--- src/source/gw_mc_pkg.sv ---
`default_nettype none

package gw_mc_pkg;

  //////////////////////////////////////////////////////////////////////
  // Manycore packet fields
  //////////////////////////////////////////////////////////////////////

  localparam int mc_addr_width_c = 16;
  localparam int mc_data_width_c = 32;

  // Store acknowledge only shows up in responses
  typedef enum logic [1:0] {
    mc_op_load  = 2'd0,
    mc_op_store = 2'd1,
    mc_op_ack   = 2'd2
  } mc_op_e;

  typedef struct packed {
    mc_op_e                     op;
    logic [mc_addr_width_c-1:0] addr;
    logic [mc_data_width_c-1:0] data;
  } mc_req_s;

  typedef struct packed {
    mc_op_e                     op;
    logic [mc_data_width_c-1:0] data;
  } mc_resp_s;

  //////////////////////////////////////////////////////////////////////
  // Tag payload
  //////////////////////////////////////////////////////////////////////

  // Reset sits in the LSB, first bit on the serial line
  typedef struct packed {
    logic padding;
    logic reset;
  } tag_payload_s;

endpackage

`default_nettype wire

--- src/source/gw_tag_client.sv ---
`default_nettype none

module gw_tag_client (
  input  logic                    hb_clk_i,
  input  logic                    rst_n_i,
  input  logic                    tag_en_i,
  input  logic                    tag_data_i,
  output logic                    tag_new_o,
  output gw_mc_pkg::tag_payload_s tag_payload_o
);

  localparam int payload_width_lp = $bits(gw_mc_pkg::tag_payload_s);

  logic [payload_width_lp-1:0] shift_r;
  logic                        en_r;

  //////////////////////////////////////////////////////////////////////
  // Serial capture and commit
  //////////////////////////////////////////////////////////////////////

  always_ff @(posedge hb_clk_i or negedge rst_n_i) begin
    if (!rst_n_i) begin
      shift_r       <= '0;
      en_r          <= 1'b0;
      tag_new_o     <= 1'b0;
      tag_payload_o <= '0;
    end else begin
      en_r      <= tag_en_i;
      tag_new_o <= 1'b0;
      if (tag_en_i) begin
        // LSB first, new bits enter at the top
        shift_r <= {tag_data_i, shift_r[payload_width_lp-1:1]};
      end else if (en_r) begin
        // Falling enable commits the word
        tag_payload_o <= gw_mc_pkg::tag_payload_s'(shift_r);
        tag_new_o     <= 1'b1;
      end
    end
  end

  //////////////////////////////////////////////////////////////////////
  // Checks
  //////////////////////////////////////////////////////////////////////

  // One commit per enable burst
  tag_new_single_pulse_a : assert property (
    @(posedge hb_clk_i) disable iff (!rst_n_i)
    tag_new_o |=> !tag_new_o
  ) else $error("tag_new_o high in two consecutive cycles");

endmodule

`default_nettype wire

--- config.mk ---
export PLATFORM = sky130hd
export DESIGN_NAME = gw_tag_client
export DESIGN_NICKNAME = d
export VERILOG_FILES = /design/src/source/gw_mc_pkg.sv /design/src/source/gw_tag_client.sv
export SDC_FILE = /design/constraint.sdc
export NUM_CORES = 1
export LEC_CHECK = 0
export BUFFER_PORTS_ARGS = -buffer_cell sky130_fd_sc_hd__buf_2
export CORE_AREA = 2 2 39 41
export CTS_CLUSTER_SIZE = 16
export DETAILED_ROUTE_END_ITERATION = 12
export DIE_AREA = 0 0 41 43
export MAX_ROUTING_LAYER = met4
export SYNTH_ARGS = -nofsm -noshare
export SYNTH_HDL_FRONTEND = slang
export SYNTH_SLANG_ARGS = --single-unit
--- constraint.sdc ---
create_clock -name hb_clk_i -period 0.9 [get_ports hb_clk_i]
set_input_delay 0.09 -clock hb_clk_i [delete_from_list [all_inputs] [get_ports hb_clk_i]]
set_output_delay 0.09 -clock hb_clk_i [all_outputs]
set_load 0.01 [all_outputs]
; Word-level counts from Yosys, hierarchy flattened
; Cells that the tools add are included.
[word_totals]
latch_bits = 0
rom_bits = 0
mem_bits_rw = 0
ff_bits = 6
memories = 0
input_bits = 4
out_inout_bits = 3
elab_cells = 9
[op_classes]
mul = 0
bitwise_logic = 1
div = 0
muxes = 2
add_sub_neg = 0
order_cmp = 0
reduce_logical = 1
n_eq_ne = 0
shifts = 0
[ops]
columns = op, n
row1 = 2-to-1 mux 1 bit, 2
row2 = AND reduction 2 bit, 1
row3 = inverter 1 bit, 1

; Logic depth before layout (Yosys ltp)
[logic_depth]
ltp_word = 2
mapped_depth = 2
mapped_depth_nobuf = 2

; Least setup slack after synthesis
; Ideal clock, no wire load.
[synth_timing]
kind = register to register
start = register en_r
end = register tag_payload_o[0] (netlist bit)
period_less_slack_ps = 880
path_stages_with_launch = 3
slack_ps = 20
path_buffers = 0
setup_time_ps = 125
arrival_ps = 755
required_ps = 775
path_cell_list = dfrtp_1 -> nor2b_4 -> mux2_4
[synth_between]
elab_chain_len = 1
[synth_lines]
columns = item, line_no
row1 = from (decl), gw_tag_client.sv:15  ; logic en_r;
row2 = from (signal assigned), gw_tag_client.sv:28  ; en_r <= tag_en_i;
row3 = AND reduction 2 bit (no source line), -
row4 = to (signal assigned), gw_tag_client.sv:35  ; tag_payload_o <= gw_mc_pkg::tag_payload_s'(shift_r);
row5 = to (decl), gw_tag_client.sv:9  ; output gw_mc_pkg::tag_payload_s tag_payload_o
; Every way passes these cells.
; A chain may end at the register's enable or synchronous reset.

; Worst setup path in the final report
; Same ends and word-level chain as after synthesis.

==> reports/metrics.csv <==
metric,value,unit
run_status,"complete, but fails checks",
failed_checks,negative setup slack,
post_cts_buffers,0,
synth_adder_area_share,0,
cts_tree,built,
vias,125,
routed_wl,352,um
final_max_slew_viol_count,0,
root_buffer,clkbuf_4,
dpl_cell_area,267,sq um
portBuffers,6,
wl_per_cell,9.51,um
grt_overflow,0,
grt_pass1_wl,552,um
path_class,flop to flop,
synth-simple-area-share,0.0636,
hp-class,primary input to flop,
syn_nets,15,
clk_latency,240,ps
drive_above_1_share,0.667,
fin_crit_sh,1.03,
die_area,1760,sq um
swShare,0.223,
area_growth,38.2,%
drcViolationCount,0,
io_pins,7,
final_cell_mix,"6 x dfrtp_1, 6 x buf_2, 3 x clkbuf_4, 2 x mux2_4, 2 x mux2_2",
min_period,926,ps
intPower,0.519,mW
p_sw,0.149,mW
end_kind,flop,
clock_sinks,6,
synth_xor_area_frac,0,
synth.area.mux_share,0.243,
rsz0062_at_grt,true,
start_util,0.156,
ant_nets,0,
worstMarginPinSlew,137,ps
fmax,1080,MHz
initialDrtViolationCount,0,
cts_resized,0,
drtPass1Iterations,1,
finalHoldViolCount,0,
fin_area,299,sq um
clockBufferDepth,2,
cp.required,1020,ps
core,1380,sq um
die_w,41,um
powerDensity,2230,nW/um^2
synth-seq-cells,6,
yosysSeqAreaShare,0.694,
synth-compound-area-share,0,
startpoint_type,flop,
relSlewSlack,0.908,
grt_pass1_vias,142,
antenna_found_initial,0,
avgSynthCellArea,19.7,sq um
syn_inst,11,
cts_buffers,3,
cap_viol_max_count,0,
fin_util,0.216,
comb_power_share,0.151,
power_frac_seq,0.488,
diodes,0,
p_clk_frac,0.361,
syn-cell-area,216,sq um
p_leak,0.144,nW
grt_use_total,0.0560,
synth_top_family_by_area,multiplexers,
seq_area,150,sq um
gp_congestion,0.564,
arrival,1050,ps
path_clk_slew,40,ps
setup_ws,-25.5,ps
die_h,43,um
nNetsFinal,27,
fillCellCount,154,
htreeDepth,1,
via_per_inst,3.38,
multiInputGateArea,66.3,sq um
synth_cell_types,4,
vdd_drop_max,537,uV
setup_viol,2,
grt_max_degree,7,
hold_ws,43.4,ps
fp-row-count,14,
cp_max_fo,3,
yosys_warnings,0,
pre_cts_ws,-30.8,ps
finClkSkew,2.76,ps
[timing repair]
action,CTS,global route
hold buffers,1,0
endpoints found under the hold margin,6,0
setup endpoints to repair,2,2
pin swaps,0,0
[layer usage]
metal,global-route usage,wire length [um],vias up
li1,-,-,57
met1,0.0493,147,61
met2,0.0656,160,7
met3,0.0471,44,0
met4,0.0600,0,0
met5,-,0,-
[layout make-up]
class / instances / share of cell area
flip-flops and latches: 6 / 0.502
well taps: 16 / 0.0669
clock buffers: 3 / 0.0753
repair buffers: 7 / 0.134
multi-input cells: 5 / 0.222
[power groups by stage]
stage | logic (mW) | clock network, mW | registers [mW]
after floorplan | 0.0470 | 0 | 0.337
after global placement | 0.0956 | 0 | 0.326
after detailed placement | 0.0990 | 0 | 0.330
after CTS | 0.103 | 0.258 | 0.326
after global routing | 0.110 | 0.268 | 0.329
final | 0.101 | 0.241 | 0.325
[Yosys cell counts]
cell type  count  share of area
dfrtp_1        6           0.69
mux2_2         2           0.10
mux2_4         2           0.14
nor2b_4        1          0.064
[flip-flops by register name, indices dropped and copies added (netlist names)]
register / count
tag_payload_o: 2
shift_r: 2
tag_new_o: 1
en_r: 1
[cells by family (layout without fill, tap and decap cells)]
kind of cell	count (synthesis)	after routing
simple gates	1	1
buf+inv	0	10
mux	4	4
flops	6	6
[final timing paths]
| check | startpoint | end | slack, ps | cells after the start |
|---|---|---|---|---|
| worst max-delay path | en_r | tag_payload_o[0] | -30 | 2 |
| worst min-delay path | tag_en_i | en_r | 40 | 1 |
| worst max register to register | en_r | tag_payload_o[0] | -30 | 2 |
| worst min register to register | shift_r[0] | shift_r[0] | 510 | 1 |
| max in group asynchronous | rst_n_i | tag_payload_o[0] | 560 | 2 |
| min in group asynchronous | rst_n_i | tag_new_o | 200 | 2 |
[stage by stage]
step	instances	power (mW)	TNS (ps)
4_1_cts	37	0.686	-67.0
3_5_place_dp	33	0.429	-61.6
5_1_grt	37	0.706	-101
2_1_floorplan	11	0.384	0
3_3_place_gp	33	0.421	0
6_report	37	0.667	-47.3
[worst max-delay path, stage by stage, from the launching register on]
cell	delay, ps
dfrtp_1	330
nor2b_4	180
mux2_4	310
Power figures use the tool's default switching activity.
