**config.mk**
```make
export PLATFORM = sky130hd
export DESIGN_NAME = gw_mc_to_wormhole
export DESIGN_NICKNAME = d
export VERILOG_FILES = /design/src/source/gw_noc_pkg.sv /design/src/source/gw_mc_pkg.sv /design/src/source/gw_mc_to_wormhole.sv
export SDC_FILE = /design/constraint.sdc
export NUM_CORES = 1
export LEC_CHECK = 0
export ABC_CLOCK_PERIOD_IN_PS = 2500
export BUFFER_PORTS_ARGS = -buffer_cell sky130_fd_sc_hd__buf_2
export CAP_MARGIN = 25
export CORE_MARGIN = 2
export CORE_UTILIZATION = 25
export DETAILED_ROUTE_END_ITERATION = 10
export GPL_TIMING_DRIVEN = 0
export PLACE_DENSITY = 0.5
export REMOVE_ABC_BUFFERS = 1
export SLEW_MARGIN = 20
export SYNTH_ARGS = -nofsm -noshare
export SYNTH_HDL_FRONTEND = slang
export SYNTH_SLANG_ARGS = --single-unit
```
**constraint.sdc**
```tcl
create_clock -name hb_clk_i -period 2.5 [get_ports hb_clk_i]
set_input_delay 0.25 -clock hb_clk_i [delete_from_list [all_inputs] [get_ports hb_clk_i]]
set_output_delay 0.25 -clock hb_clk_i [all_outputs]
set_load 0.005 [all_outputs]
```
**src/source/gw_noc_pkg.sv**
```systemverilog
`default_nettype none

package gw_noc_pkg;

  //////////////////////////////////////////////////////////////////////
  // Wormhole flit geometry
  //////////////////////////////////////////////////////////////////////

  localparam int flit_width_c = 32;
  localparam int len_width_c  = 2;
  localparam int op_width_c   = 2;
  localparam int addr_width_c = 16;
  localparam int pad_width_c  = flit_width_c - len_width_c - op_width_c - addr_width_c;

  // Header view, len counts the payload flits behind it
  typedef struct packed {
    logic [len_width_c-1:0]  len;
    logic [op_width_c-1:0]   op;
    logic [addr_width_c-1:0] addr;
    logic [pad_width_c-1:0]  pad;
  } wh_header_s;

  // Same flit read either as a header or as a raw data word
  typedef union packed {
    wh_header_s              hdr;
    logic [flit_width_c-1:0] data;
  } wh_flit_u;

  //////////////////////////////////////////////////////////////////////
  // Link direction
  //////////////////////////////////////////////////////////////////////

  // ready travels against v and flit
  typedef struct packed {
    logic     v;
    wh_flit_u flit;
    logic     ready;
  } wh_link_s;

endpackage

`default_nettype wire

```
**src/source/gw_mc_pkg.sv**
```systemverilog
`default_nettype none

package gw_mc_pkg;

  //////////////////////////////////////////////////////////////////////
  // Manycore packet fields
  //////////////////////////////////////////////////////////////////////

  localparam int mc_addr_width_c = 16;
  localparam int mc_data_width_c = 32;

  // Store acknowledge only shows up in responses
  typedef enum logic [1:0] {
    mc_op_load  = 2'd0,
    mc_op_store = 2'd1,
    mc_op_ack   = 2'd2
  } mc_op_e;

  typedef struct packed {
    mc_op_e                     op;
    logic [mc_addr_width_c-1:0] addr;
    logic [mc_data_width_c-1:0] data;
  } mc_req_s;

  typedef struct packed {
    mc_op_e                     op;
    logic [mc_data_width_c-1:0] data;
  } mc_resp_s;

  //////////////////////////////////////////////////////////////////////
  // Tag payload
  //////////////////////////////////////////////////////////////////////

  // Reset sits in the LSB, first bit on the serial line
  typedef struct packed {
    logic padding;
    logic reset;
  } tag_payload_s;

endpackage

`default_nettype wire

```
**src/source/gw_mc_to_wormhole.sv**
```systemverilog
`default_nettype none

module gw_mc_to_wormhole (
  input  logic                 hb_clk_i,
  input  logic                 rst_n_i,
  input  logic                 core_rst_i,
  input  logic                 req_v_i,
  input  gw_mc_pkg::mc_req_s   req_i,
  output logic                 req_ready_o,
  output logic                 resp_v_o,
  output gw_mc_pkg::mc_resp_s  resp_o,
  input  logic                 resp_ready_i,
  input  gw_noc_pkg::wh_link_s wh_i,
  output gw_noc_pkg::wh_link_s wh_o
);

  typedef enum logic [2:0] {
    st_idle,
    st_send_hdr,
    st_send_data,
    st_recv_hdr,
    st_recv_data,
    st_hold_resp
  } state_e;

  state_e              state_r;
  state_e              state_n;
  logic                arst_n;
  logic                live_r;
  logic                is_store;
  logic                req_fire;
  logic                flit_in_fire;
  gw_mc_pkg::mc_req_s  req_r;
  gw_mc_pkg::mc_resp_s resp_r;

  // Either the chip reset or the tag reset holds the adapter
  assign arst_n = rst_n_i & ~core_rst_i;

  assign is_store     = (req_r.op == gw_mc_pkg::mc_op_store);
  // Host waits until the memory can take a header
  assign req_ready_o  = live_r && (state_r == st_idle) && wh_i.ready;
  assign req_fire     = req_v_i && req_ready_o;
  assign flit_in_fire = wh_i.v && wh_o.ready;

  assign resp_v_o = (state_r == st_hold_resp);
  assign resp_o   = resp_r;

  //////////////////////////////////////////////////////////////////////
  // Flit output and next state
  //////////////////////////////////////////////////////////////////////

  always_comb begin
    wh_o    = '0;
    state_n = state_r;
    case (state_r)
      st_idle: begin
        if (req_fire) state_n = st_send_hdr;
      end
      st_send_hdr: begin
        wh_o.v             = 1'b1;
        wh_o.flit.hdr.len  = is_store ? 2'd1 : 2'd0;
        wh_o.flit.hdr.op   = req_r.op;
        wh_o.flit.hdr.addr = req_r.addr;
        if (wh_i.ready) state_n = is_store ? st_send_data : st_recv_hdr;
      end
      st_send_data: begin
        wh_o.v         = 1'b1;
        wh_o.flit.data = req_r.data;
        if (wh_i.ready) state_n = st_recv_hdr;
      end
      st_recv_hdr: begin
        wh_o.ready = 1'b1;
        if (wh_i.v) state_n = (wh_i.flit.hdr.len == '0) ? st_hold_resp : st_recv_data;
      end
      st_recv_data: begin
        wh_o.ready = 1'b1;
        if (wh_i.v) state_n = st_hold_resp;
      end
      st_hold_resp: begin
        if (resp_ready_i) state_n = st_idle;
      end
      default: state_n = st_idle;
    endcase
  end

  //////////////////////////////////////////////////////////////////////
  // Control state
  //////////////////////////////////////////////////////////////////////

  always_ff @(posedge hb_clk_i or negedge arst_n) begin
    if (!arst_n) begin
      state_r <= st_idle;
      live_r  <= 1'b0;
    end else begin
      state_r <= state_n;
      live_r  <= 1'b1;
    end
  end

  // Request and response payload
  always_ff @(posedge hb_clk_i) begin
    if (req_fire) req_r <= req_i;
    if (flit_in_fire && state_r == st_recv_hdr) begin
      resp_r.op   <= gw_mc_pkg::mc_op_e'(wh_i.flit.hdr.op);
      resp_r.data <= '0;
    end
    if (flit_in_fire && state_r == st_recv_data) begin
      resp_r.data <= wh_i.flit.data;
    end
  end

  //////////////////////////////////////////////////////////////////////
  // Checks
  //////////////////////////////////////////////////////////////////////

  // Memory never answers with more than one payload flit
  resp_hdr_len_a : assert property (
    @(posedge hb_clk_i) disable iff (!arst_n)
    (flit_in_fire && state_r == st_recv_hdr) |-> (wh_i.flit.hdr.len <= 2'd1)
  ) else $error("response header announces len %0d", wh_i.flit.hdr.len);

endmodule

`default_nettype wire

```
* Yosys cells after proc, flatten, opt, wreduce, memory -nomap -nowiden
Cells that the tools add are included.
** Cells by class
- Add/subtract/negate cells :: 0
- Multiply operators :: 0
- Div/mod/pow operators :: 0
- $lt $le $gt $ge :: 0
- Eq/ne operators :: 12
- Shift operators :: 0
- Muxes and demuxes :: 15
- Bitwise operators :: 2
- Reductions and logical operators :: 11
** Operator list (number)
- two-way mux 32 bit :: 2
- case mux 21 bit (2 select lines) :: 1
- two-way mux 3 bit :: 6
- case mux 3 bit (6 select lines) :: 1
- two-way mux 12 bit :: 1
- inequality test 2 bit (second input constant) :: 5
- equality test 3 x 2 -> 1 bit (second input constant) :: 2
- equality test 3 bit (second input constant) :: 2
- logical AND 1 bit :: 6
- AND reduction 6 bit :: 1
- two-way mux 1 bit :: 4
- equality test 3 x 1 -> 1 bit (second input constant) :: 1
- logical NOT 3 bit :: 1
- equality test 2 x 1 -> 1 bit (second input constant) :: 1
- logical NOT 2 bit :: 1
- inequality test 2 x 1 -> 1 bit (second input constant) :: 1
- nonzero test 2 bit :: 1
- OR reduction 2 bit :: 1
- AND 1 bit :: 1
- inverter 1 bit :: 1
** Storage, ports and cells
- Register bits :: 88
- Latch bits :: 0
- Memory bits (writable) :: 0
- Memory bits (read-only) :: 0
- Output and inout bits :: 70
- Word-level logic and storage cells :: 47
- Memories kept :: 0

* Longest topological paths before layout
Gate-level depths: netlist of the first run.
- Depth after elaboration :: 7
- Mapped depth :: 5
- Gate-level depth less buffers :: 3

* Worst setup path before layout of the first run
No wires, ideal clock.
- Path kind :: reg-to-reg
- Start point :: reg state_r[0]
- End point :: reg req_r[0] in the netlist's numbering (enable)
- Data arrival time :: 2.148 ns
- Required time :: 2.087 ns
- Slack :: -0.060 ns
- Cell stages (with the launch flop) :: 4
- Path buffers :: 1
- Cell sequence :: dfrtp_1 > buf_2 > nor4_1 > and2_1
** Between the ends
- Longest elaborated chain between the ends :: 4
** Ends and longest elaborated chain
- from (decl) :: line gw_mc_to_wormhole.sv:26 : state_e state_r;
- from (signal assigned) :: line gw_mc_to_wormhole.sv:92 : state_r <= st_idle;
- from (signal assigned) :: line gw_mc_to_wormhole.sv:95 : state_r <= state_n;
- logical NOT 3 bit :: line gw_mc_to_wormhole.sv:41 : assign req_ready_o = live_r && (state_r == st_idle) && wh_i.ready;
- logical AND 1 bit (2 in series) :: line gw_mc_to_wormhole.sv:41
- net req_ready_o :: line gw_mc_to_wormhole.sv:9 : output logic req_ready_o,
- logical AND 1 bit :: line gw_mc_to_wormhole.sv:42 : assign req_fire = req_v_i && req_ready_o;
- net req_fire :: line gw_mc_to_wormhole.sv:31 : logic req_fire;
- to (signal assigned) :: line gw_mc_to_wormhole.sv:102 : if (req_fire) req_r <= req_i;
- to (decl) :: line gw_mc_to_wormhole.sv:33 : gw_mc_pkg::mc_req_s req_r;
The timed path passes the listed nets, and every way through them passes these cells.
A chain may end at the register's enable or synchronous reset.

==> results.json, run 1 <==
{
  "core_area_mm2": 0.0132,
  "maxSlewViolCount": 0,
  "worstPathMaxFanout": 16,
  "startpoint_types": "flip-flop",
  "std_cell_rows": 42,
  "clock_path_buffers": 2,
  "instances_no_fill": 539,
  "areaGrowthSynthToFinish_pct": 38.5,
  "setup-violations-final": 0,
  "synth-seq-cells": 88,
  "grt_remaining_overflow": 0,
  "clk_pin_slew_worst_paths_ns": 0.06,
  "post-route-min-period_ns": 2.23,
  "total_number_of_nets_in_the_final_design": 447,
  "die_w_um": 120,
  "postSynthCellCount": 195,
  "fmax_mhz": 448,
  "grt_pass1_vias": 2191,
  "crit_path_class": "reg -> out",
  "async_flop_share_pct": 4.55,
  "fin_setup_tns_ns": 0,
  "synth_edf_count": 84,
  "synth_cell_types": 29,
  "max_slew_margin_pct": 37.3,
  "drive_gt1_share_pct": 51.2,
  "worst_slew_pin_slew_ns": 0.939,
  "routabilityCongestion": 0.735,
  "synth_compound_area_share_pct": 6.86,
  "antenna_cells": 0,
  "irDropWorstVdd_mv": 0.391,
  "worst-path-stages": 4,
  "grt_first_pass_wirelength_um": 11200,
  "tritoncts_num_sinks": 88,
  "floorplan.die_area_mm2": 0.0144,
  "cts_root_buf": "sky130_fd_sc_hd__clkbuf_16",
  "route.detailed.wl_per_inst_um": 14.4,
  "critical_path.reg2reg.endpoint": "resp_o[6]",
  "track_usage_pct": 10.6,
  "synthFlopType": "sky130_fd_sc_hd__edfxtp_1",
  "timing.hold.worst_path_depth": 1,
  "die_height_um": 120,
  "tritoncts.num_buffers": 9,
  "status": "finished, final reports clean",
  "fill_cells": 1325,
  "cp.required_ns": 2.25,
  "synth-simple-area-share_pct": 12.7,
  "drt_pre_antenna_iters": 4,
  "grt_start_max_net_pins": 51,
  "crit_slowest_cell": "sky130_fd_sc_hd__dfrtp_1",
  "synth.avg_cell_area_um2": 17.3,
  "synthXorXnorAreaFrac_pct": 0,
  "seq_area_frac_synth_pct": 77.7,
  "tritoncts": "done",
  "p_per_area_mw_per_mm2": 964,
  "endpoint_kind": "output pin",
  "p_leak_nw": 1.95,
  "dpl.cell_count": 520,
  "clk_latency_ns": 0.34,
  "io_pins": 159,
  "cp_num_buf_inv": 1,
  "port_buffers": 158,
  "detailedPlacementHpwl_um": 5270,
  "drt.antenna.violating_nets": 0,
  "grt_antenna_before_repair": 0,
  "cap_violations": 0,
  "initial_core_utilization_pct": 25.6,
  "largest_family_of_logic_cells_by_synthesized_area": "simple AND/OR/NAND/NOR gates",
  "total_power_mw": 4.51,
  "worstPathCellList": "nand2b_4 -> nor2_2 -> a22o_1 -> buf_2",
  "clock-skew-final_ns": 0.00420,
  "drt-vias-per-instance": 4.07,
  "critPathMaxStageDelay_ns": 0.53,
  "worst_hold_class": "in -> reg",
  "r2r_slack_ns": 0.51,
  "drc_errors": 0,
  "worst_r2r_path_depth": 3,
  "finalCritPeriodShare_pct": 89.3,
  "worst_min_path_start": "req_i[27]",
  "synthAdderAreaFrac_pct": 0,
  "vias": 2195,
  "worstPathArrival_ns": 1.98,
  "critical_path.top_delay_family": "simple AND/OR/NAND/NOR gates",
  "drtIter0Drc": 51,
  "cts_htree_levels": 3,
  "origin_of_the_critical_flop_to_flop_path": "state_r[1]",
  "rsz0062_at_grt": "false",
  "synth_mux_area_share_pct": 0,
  "wl_um": 7740,
  "finalHoldViolCount": 0,
  "mappedNetlistArea_mm2": 0.00337,
  "min_delay_worst_endpoint": "req_r[27]",
  "synth_warnings": 0
}
[report_power, final]
part | internal [mW] | total [mW] | switching [mW]
clock network | 0.871 | 1.40 | 0.527
registers | 1.84 | 1.96 | 0.125
logic | 0.558 | 1.15 | 0.588
total | 3.27 | 4.51 | 1.24
[through the flow]
| stage | setup slack (ns) | util, % | hold WS [ns] | cell area (µm²) |
|---|---|---|---|---|
| after global routing | 0.0733 | 35.4 | 0.0646 | 4670 |
| after CTS | 0.0881 | 35.4 | 0.0598 | 4670 |
| after global placement | -1.33 | 32.6 | 0.278 | 4300 |
| final | 0.266 | 35.4 | 0.0807 | 4670 |
| after detailed placement | 0.374 | 32.8 | 0.291 | 4330 |
| after floorplan | -0.0458 | - | 0.110 | 3290 |
[worst reg2reg max path: cells and delay by family, from the launching register on]
family	cells	cell delay, ns
AO/OA/AOI/OAI	1	0.20
flip-flops	1	0.51
AND/OR/NAND/NOR	2	0.89
[state kept, by name (all words and copies together) (netlist names)]
signal   count
live_r       1
state_r      3
req_r       50
resp_o      34
[cells in the mapped netlist, drive strengths merged (3+ instances only)]
master	n	share of area, %
buf	10	2.3
nor2	3	0.56
dfrtp	4	3.0
a22o	18	4.7
nand2	5	0.56
edfxtp	84	75
and2	47	8.7
[cells in the final DEF, fill, tap and decap left out, types with 2 or more instances in the layout]
cell,count
sky130_fd_sc_hd__nand2b_4,2
sky130_fd_sc_hd__nor3b_4,2
sky130_fd_sc_hd__a21oi_1,2
sky130_fd_sc_hd__dfrtp_1,3
sky130_fd_sc_hd__buf_2,158
sky130_fd_sc_hd__dlygate4sd3_1,2
sky130_fd_sc_hd__edfxtp_1,84
sky130_fd_sc_hd__or2_2,2
sky130_fd_sc_hd__a22o_1,18
sky130_fd_sc_hd__nand2_1,5
sky130_fd_sc_hd__bufinv_16,2
sky130_fd_sc_hd__a311o_1,2
sky130_fd_sc_hd__and2_1,45
sky130_fd_sc_hd__nor2_1,2
sky130_fd_sc_hd__buf_4,2
sky130_fd_sc_hd__clkbuf_16,9
sky130_fd_sc_hd__inv_1,2
sky130_fd_sc_hd__clkinv_2,3
[area by class of cell]
type	instances	area, µm²	area share, %
Timing Repair Buffer	162	826	17.7
Tap cell	176	220	4.71
Clock buffer	10	229	4.90
Clock inverter	6	83.8	1.79
Inverter	2	7.51	0.161
Multi-Input combinational cell	95	684	14.6
Sequential cell	88	2620	56.1
[cells by family after synthesis]
logic type | after synthesis
AO/OA/AOI/OAI | 28
AND/OR/NAND/NOR | 65
buffers and inverters | 13
flip-flops | 88
other | 1
[what timing repair did]
action                     CTS  global route
cloned                       0             1
setup buffers                0             0
resized for setup            1             1
hold buffers                 2             0
setup endpoints to repair    7            15
hold endpoints to repair     4             0
[worst max-delay path by stage]
stage | from | endpoint
finish | state_r[2] | wh_o[30]
global route | state_r[2] | wh_o[7]
CTS | state_r[0] | wh_o[25]
detailed placement | state_r[0] | wh_o[25]
global placement | state_r[0] | wh_o[27]
floorplan | state_r[2] | req_r[0]
[per-layer routing]
| layer | track usage, % | up-vias | part of all wire [%] | wire (µm) |
|---|---|---|---|---|
| li1 | - | 1054 | - | - |
| met1 | 12.1 | 1003 | 42 | 3220 |
| met2 | 15.7 | 126 | 44 | 3420 |
| met3 | 5.19 | 12 | 12 | 896 |
| met4 | 6.84 | 0 | 2.7 | 211 |
| met5 | 0 | - | 0 | 0 |
No activity file was read; power rests on OpenSTA's default activity.
==> run 2: changes to the inputs <==
Settings changed: ABC_AREA set to 1, CORE_ASPECT_RATIO set to 1.1.
==> results.json, run 2 <==
{
  "status": "finished, final reports clean",
  "route.detailed.wl_per_inst_um": 12.4,
  "total_number_of_nets_in_the_final_design": 560,
  "combined_area_of_the_multi_input_logic_cells_um2": 583,
  "routabilityCongestion": 0.765,
  "most_common_cell_after_layout_fill_and_taps_aside": "sky130_fd_sc_hd__buf_2",
  "drt-vias-per-instance": 3.84,
  "grt_start_max_net_pins": 35,
  "worst_slew_pin_slew_ns": 0.730,
  "rsz0062_at_grt": "false",
  "worst_hold_class": "in -> reg",
  "maxSlewViolCount": 0,
  "grt_first_pass_wirelength_um": 12700,
  "synth_cell_types": 18,
  "detailedPlacementHpwl_um": 6220,
  "vias": 2548,
  "post-place-ws_ns": 0.244,
  "fmax_mhz": 449,
  "fin_setup_tns_ns": 0,
  "endpoint_kind": "flip-flop",
  "detailed_place.area_mm2": 0.00455,
  "synth_area_leader_cell": "sky130_fd_sc_hd__edfxtp_1",
  "clock_path_buffers": 2,
  "tritoncts_num_sinks": 88,
  "tritoncts.num_buffers": 9,
  "areaGrowthSynthToFinish_pct": 37.6,
  "p_per_area_mw_per_mm2": 859,
  "synth_edf_count": 84,
  "cts_htree_levels": 3,
  "grt_pass1_vias": 2578,
  "grt_antenna_before_repair": 0,
  "drtIter0Drc": 86,
  "layout_common_cells": "158 x sky130_fd_sc_hd__buf_2, 84 x sky130_fd_sc_hd__edfxtp_1, 72 x sky130_fd_sc_hd__inv_1",
  "fin_worst_hold_slack_ns": 0.0865,
  "cp.required_ns": 2.54,
  "floorplan.die_area_mm2": 0.0150,
  "clk_pin_slew_worst_paths_ns": 0.06,
  "yosysTopAreaCellShare_pct": 71.7,
  "finalInstanceArea_mm2": 0.00484,
  "largest_register_ffs": 50,
  "mappedNetlistArea_mm2": 0.00352,
  "largest_register": "req_r",
  "drive_gt1_share_pct": 39.9,
  "synth.avg_cell_area_um2": 11.6,
  "area.sequential_mm2": 0.00262,
  "cap_violations": 0,
  "startpoint_types": "flip-flop",
  "post-route-min-period_ns": 2.23,
  "worstPathMaxFanout": 10,
  "die_w_um": 117,
  "grt_remaining_overflow": 0,
  "clk_latency_ns": 0.33,
  "die_height_um": 128,
  "wl_um": 8230,
  "synth-seq-cells": 88,
  "worstPathArrival_ns": 2.27,
  "synthMostInstantiatedCell": "sky130_fd_sc_hd__edfxtp_1",
  "synthTopCellsByArea": "sky130_fd_sc_hd__edfxtp_1 72%, sky130_fd_sc_hd__inv_1 7.8%, sky130_fd_sc_hd__nor2_1 6.3%",
  "port_buffers": 158,
  "clock-skew-final_ns": 0.00605,
  "drt_pre_antenna_iters": 4,
  "drt.antenna.violating_nets": 0,
  "p_leak_nw": 2.33,
  "crit_path_class": "reg -> reg",
  "tritoncts": "done",
  "setup-violations-final": 0,
  "postSynthCellCount": 303,
  "max_slew_margin_pct": 51.1,
  "synth_warnings": 0,
  "std_cell_rows": 45,
  "initial_core_utilization_pct": 25.5,
  "async_flop_share_pct": 4.55,
  "finalCritPeriodShare_pct": 89.0,
  "irDropWorstVdd_mv": 0.270,
  "fin_ws_ns": 0.275,
  "track_usage_pct": 11.3,
  "seq_area_frac_synth_pct": 74.5,
  "antenna_cells": 0,
  "total_power_mw": 4.15,
  "fill_cells": 1425,
  "synthFlopType": "sky130_fd_sc_hd__edfxtp_1",
  "io_pins": 159,
  "cts_root_buf": "sky130_fd_sc_hd__clkbuf_16",
  "drc_errors": 0,
  "core_area_mm2": 0.0138,
  "finalHoldViolCount": 0,
  "synth_common_cells": "84 x sky130_fd_sc_hd__edfxtp_1, 73 x sky130_fd_sc_hd__inv_1, 59 x sky130_fd_sc_hd__nor2_1"
}
==> run 2: area by class of cell <==
cell class	count	share of cell area (%)
clock buffer	10	4.73
timing repair buffer	165	17.5
sequential	88	54.2
multi-input combinational	131	12.0
tap	188	4.86
clock inverter	6	0.750
inverter	76	5.89
==> run 2: final timing paths <==
check	startpoint	to	slack [ns]	depth (start not counted)
max reg2reg	state_r[1]	req_r[14]	0.27	5
min in group asynchronous	core_rst_i	state_r[0]	0.48	3
max in group asynchronous	rst_n_i	state_r[2]	1.31	5
min reg2reg	state_r[2]	state_r[2]	0.61	2
min	req_i[43]	req_r[43]	0.09	1
max	state_r[1]	req_r[14]	0.27	5
==> run 2: cell families (layout without fill, tap and decap cells) <==
| logic type | after synthesis | in the layout | share of synthesized area, % |
|---|---|---|---|
| simple gates | 108 | 108 | 12.7 |
| buf+inv | 84 | 257 | 9.39 |
| flops | 88 | 88 | 74.5 |
| other cells | 1 | 1 | 0.107 |
| compound gates | 22 | 22 | 3.31 |
==> run 2: power breakdown <==
part | total (mW) | switching, mW | leakage (nW) | internal, mW
clock network | 1.20 | 0.531 | 0.124 | 0.666
registers | 1.90 | 0.0765 | 0.822 | 1.83
logic | 1.06 | 0.653 | 1.39 | 0.403
total | 4.15 | 1.26 | 2.33 | 2.89
==> run 2: metrics by stage <==
stage / util [%] / instances
floorplan: - / 295
global placement: 32.6 / 641
detailed placement: 33.0 / 646
CTS: 35.0 / 664
global route: 35.1 / 664
finish: 35.1 / 664
==> run 2: repair_timing <==
action	in CTS	in global routing
hold buffers	2	0
setup buffers	0	0
hold endpoints to repair	4	0
resized for setup	0	1
endpoints found under the setup margin	0	6
==> run 2: layer usage <==
metal / vias up / global-route usage, % / share of wire [%] / wire length, µm
met5: - / 0 / 0 / 0
met4: 0 / 5.12 / 1.2 / 101
met3: 6 / 2.68 / 3.7 / 304
met2: 56 / 20.7 / 56 / 4640
met1: 1198 / 12.2 / 39 / 3180
li1: 1288 / - / - / -
==> run 2: critical path, stage by stage, from the launching register on <==
cell and delay (ns):
sky130_fd_sc_hd__dfrtp_1 0.46, sky130_fd_sc_hd__nor2_2 0.22, sky130_fd_sc_hd__nand2_1 0.15, sky130_fd_sc_hd__nor3_2 0.58, sky130_fd_sc_hd__buf_4 0.32, sky130_fd_sc_hd__buf_4 0.20
==> run 3: changes to the inputs <==
Settings changed: CAP_MARGIN 25 to 20, PLACE_DENSITY 0.5 to 0.59.
==> results.json, run 3 (synthesis gave the netlist of run 2 again) <==
{
  "cap_violations": 0,
  "drt.antenna.violating_nets": 0,
  "post-place-ws_ns": 0.303,
  "power.share.sequential_pct": 44.4,
  "max_slew_margin_pct": 49.7,
  "combined_area_of_the_multi_input_logic_cells_um2": 578,
  "cts_htree_levels": 3,
  "p_sw_mw": 1.27,
  "maxSlewViolCount": 0,
  "timing.hold.worst_path_depth": 1,
  "drt_pre_antenna_iters": 4,
  "grt_pass1_vias": 2565,
  "clock_power_share_pct": 30.0,
  "wl_um": 8360,
  "irDropWorstVdd_mv": 0.494,
  "track_usage_pct": 11.3,
  "post-route-min-period_ns": 2.16,
  "dpl.cell_count": 648,
  "fin_ws_ns": 0.342,
  "crit_slowest_cell": "sky130_fd_sc_hd__nor3_2",
  "cts_root_buf": "sky130_fd_sc_hd__clkbuf_16",
  "clock-skew-final_ns": 0.00718,
  "rsz0062_at_grt": "false",
  "tritoncts.num_buffers": 9,
  "worstPathCellList": "nor2_2 -> nand2_1 -> nor3_2 -> buf_6 -> buf_4",
  "routabilityCongestion": 0.769,
  "worstPathArrival_ns": 2.20,
  "floorplan.die_area_mm2": 0.0150,
  "io_pins": 159,
  "grt_remaining_overflow": 0,
  "fmax_mhz": 463,
  "drtIter0Drc": 117,
  "setup-violations-final": 0,
  "postCtsSetupRepairBufs": 0,
  "clock_path_buffers": 2,
  "p_leak_nw": 2.36,
  "internal_power_consumption_mw": 3.01,
  "most_common_cell_after_layout_fill_and_taps_aside": "sky130_fd_sc_hd__buf_2",
  "worst_r2r_path_depth": 5,
  "core_area_mm2": 0.0138,
  "crit_path_class": "reg -> reg",
  "critPathMaxStageDelay_ns": 0.59,
  "worst_hold_class": "in -> reg",
  "grt_first_pass_wirelength_um": 12600,
  "drt-vias-per-instance": 3.85,
  "total_number_of_nets_in_the_final_design": 562,
  "finalInstanceArea_mm2": 0.00490,
  "switching_share_pct": 29.6,
  "endpoint_kind": "flip-flop",
  "layout_common_cells": "158 x sky130_fd_sc_hd__buf_2, 84 x sky130_fd_sc_hd__edfxtp_1, 73 x sky130_fd_sc_hd__inv_1",
  "port_buffers": 158,
  "clk_pin_slew_worst_paths_ns": 0.06,
  "detailed_place.area_mm2": 0.00459,
  "cp.required_ns": 2.54,
  "combinationalPowerShare_pct": 25.6,
  "die_height_um": 128,
  "route.detailed.wl_per_inst_um": 12.5,
  "grt_antenna_before_repair": 2,
  "detailedPlacementHpwl_um": 6320,
  "startpoint_types": "flip-flop",
  "finalCritPeriodShare_pct": 86.3,
  "largest_register": "req_r",
  "fill_cells": 1383,
  "instances_no_fill": 668,
  "vias": 2570,
  "worstPathMaxFanout": 11,
  "initial_core_utilization_pct": 25.5,
  "grt_start_max_net_pins": 35,
  "finalHoldViolCount": 0,
  "areaGrowthSynthToFinish_pct": 39.4,
  "clk_latency_ns": 0.33,
  "tritoncts": "done",
  "tritoncts_num_sinks": 88,
  "drc_errors": 0,
  "std_cell_rows": 45,
  "worst_slew_pin_slew_ns": 0.751,
  "die_w_um": 117,
  "p_per_area_mw_per_mm2": 873,
  "status": "finished, final reports clean",
  "area.sequential_mm2": 0.00262,
  "largest_register_ffs": 50,
  "r2r_slack_ns": 0.34,
  "drive_gt1_share_pct": 39.3
}
## run 3: final timing paths
check / startpoint / to
setup / recovery: state_r[1] / req_r[33]
hold / removal: req_i[11] / req_r[11]
setup reg to reg: state_r[1] / req_r[33]
hold reg to reg: state_r[2] / state_r[2]
max in group asynchronous: rst_n_i / state_r[0]
min in group asynchronous: core_rst_i / state_r[2]
## run 3: repair_timing
action,CTS,global route
gates resized for setup,0,1
hold buffers,2,0
endpoints found under the setup margin,0,8
endpoints found under the hold margin,4,0
## run 3: critical path, delay by kind of cell, from the launching register on
family / cells / cell delay (ns)
buffers and inverters: 2 / 0.45
DFF: 1 / 0.47
and+or+nand+nor: 3 / 0.93
## run 3: layout make-up
cell class / count / area share, %
inverter: 76 / 5.82
clock inverter: 6 / 1.02
clock buffer: 10 / 4.67
antenna: 2 / 0.102
tap: 188 / 4.80
sequential: 88 / 53.5
timing repair buffer: 167 / 18.3
multi-input combinational: 131 / 11.8
## run 3: stage by stage
step / TNS (ns) / util (%) / hold WS (ns) / power [mW]
finish: 0 / 35.5 / 0.0858 / 4.28
global route: 0 / 35.5 / 0.0650 / 4.56
CTS: 0 / 35.5 / 0.0669 / 4.34
detailed placement: 0 / 33.3 / 0.298 / 3.05
global placement: -183.83 / 32.6 / 0.286 / 2.97
floorplan: -107.13 / - / 0.105 / 2.45
## run 3: power groups by stage
stage / sequential (mW) / combinational, mW / clock (mW)
6_report: 1.90 / 1.09 / 1.28
5_1_grt: 1.92 / 1.25 / 1.38
4_1_cts: 1.90 / 1.12 / 1.32
3_5_place_dp: 1.93 / 1.11 / 0
3_3_place_gp: 1.94 / 1.04 / 0
2_1_floorplan: 1.94 / 0.507 / 0
## run 3: per-layer routing
| metal | vias to the layer above | track usage (%) | part of all wire (%) |
|---|---|---|---|
| li1 | 1298 | - | - |
| met1 | 1198 | 12.4 | 39 |
| met5 | - | 0 | 0 |
| met3 | 7 | 3.96 | 5.0 |
| met4 | 0 | 4.78 | 1.5 |
| met2 | 67 | 19.8 | 54 |
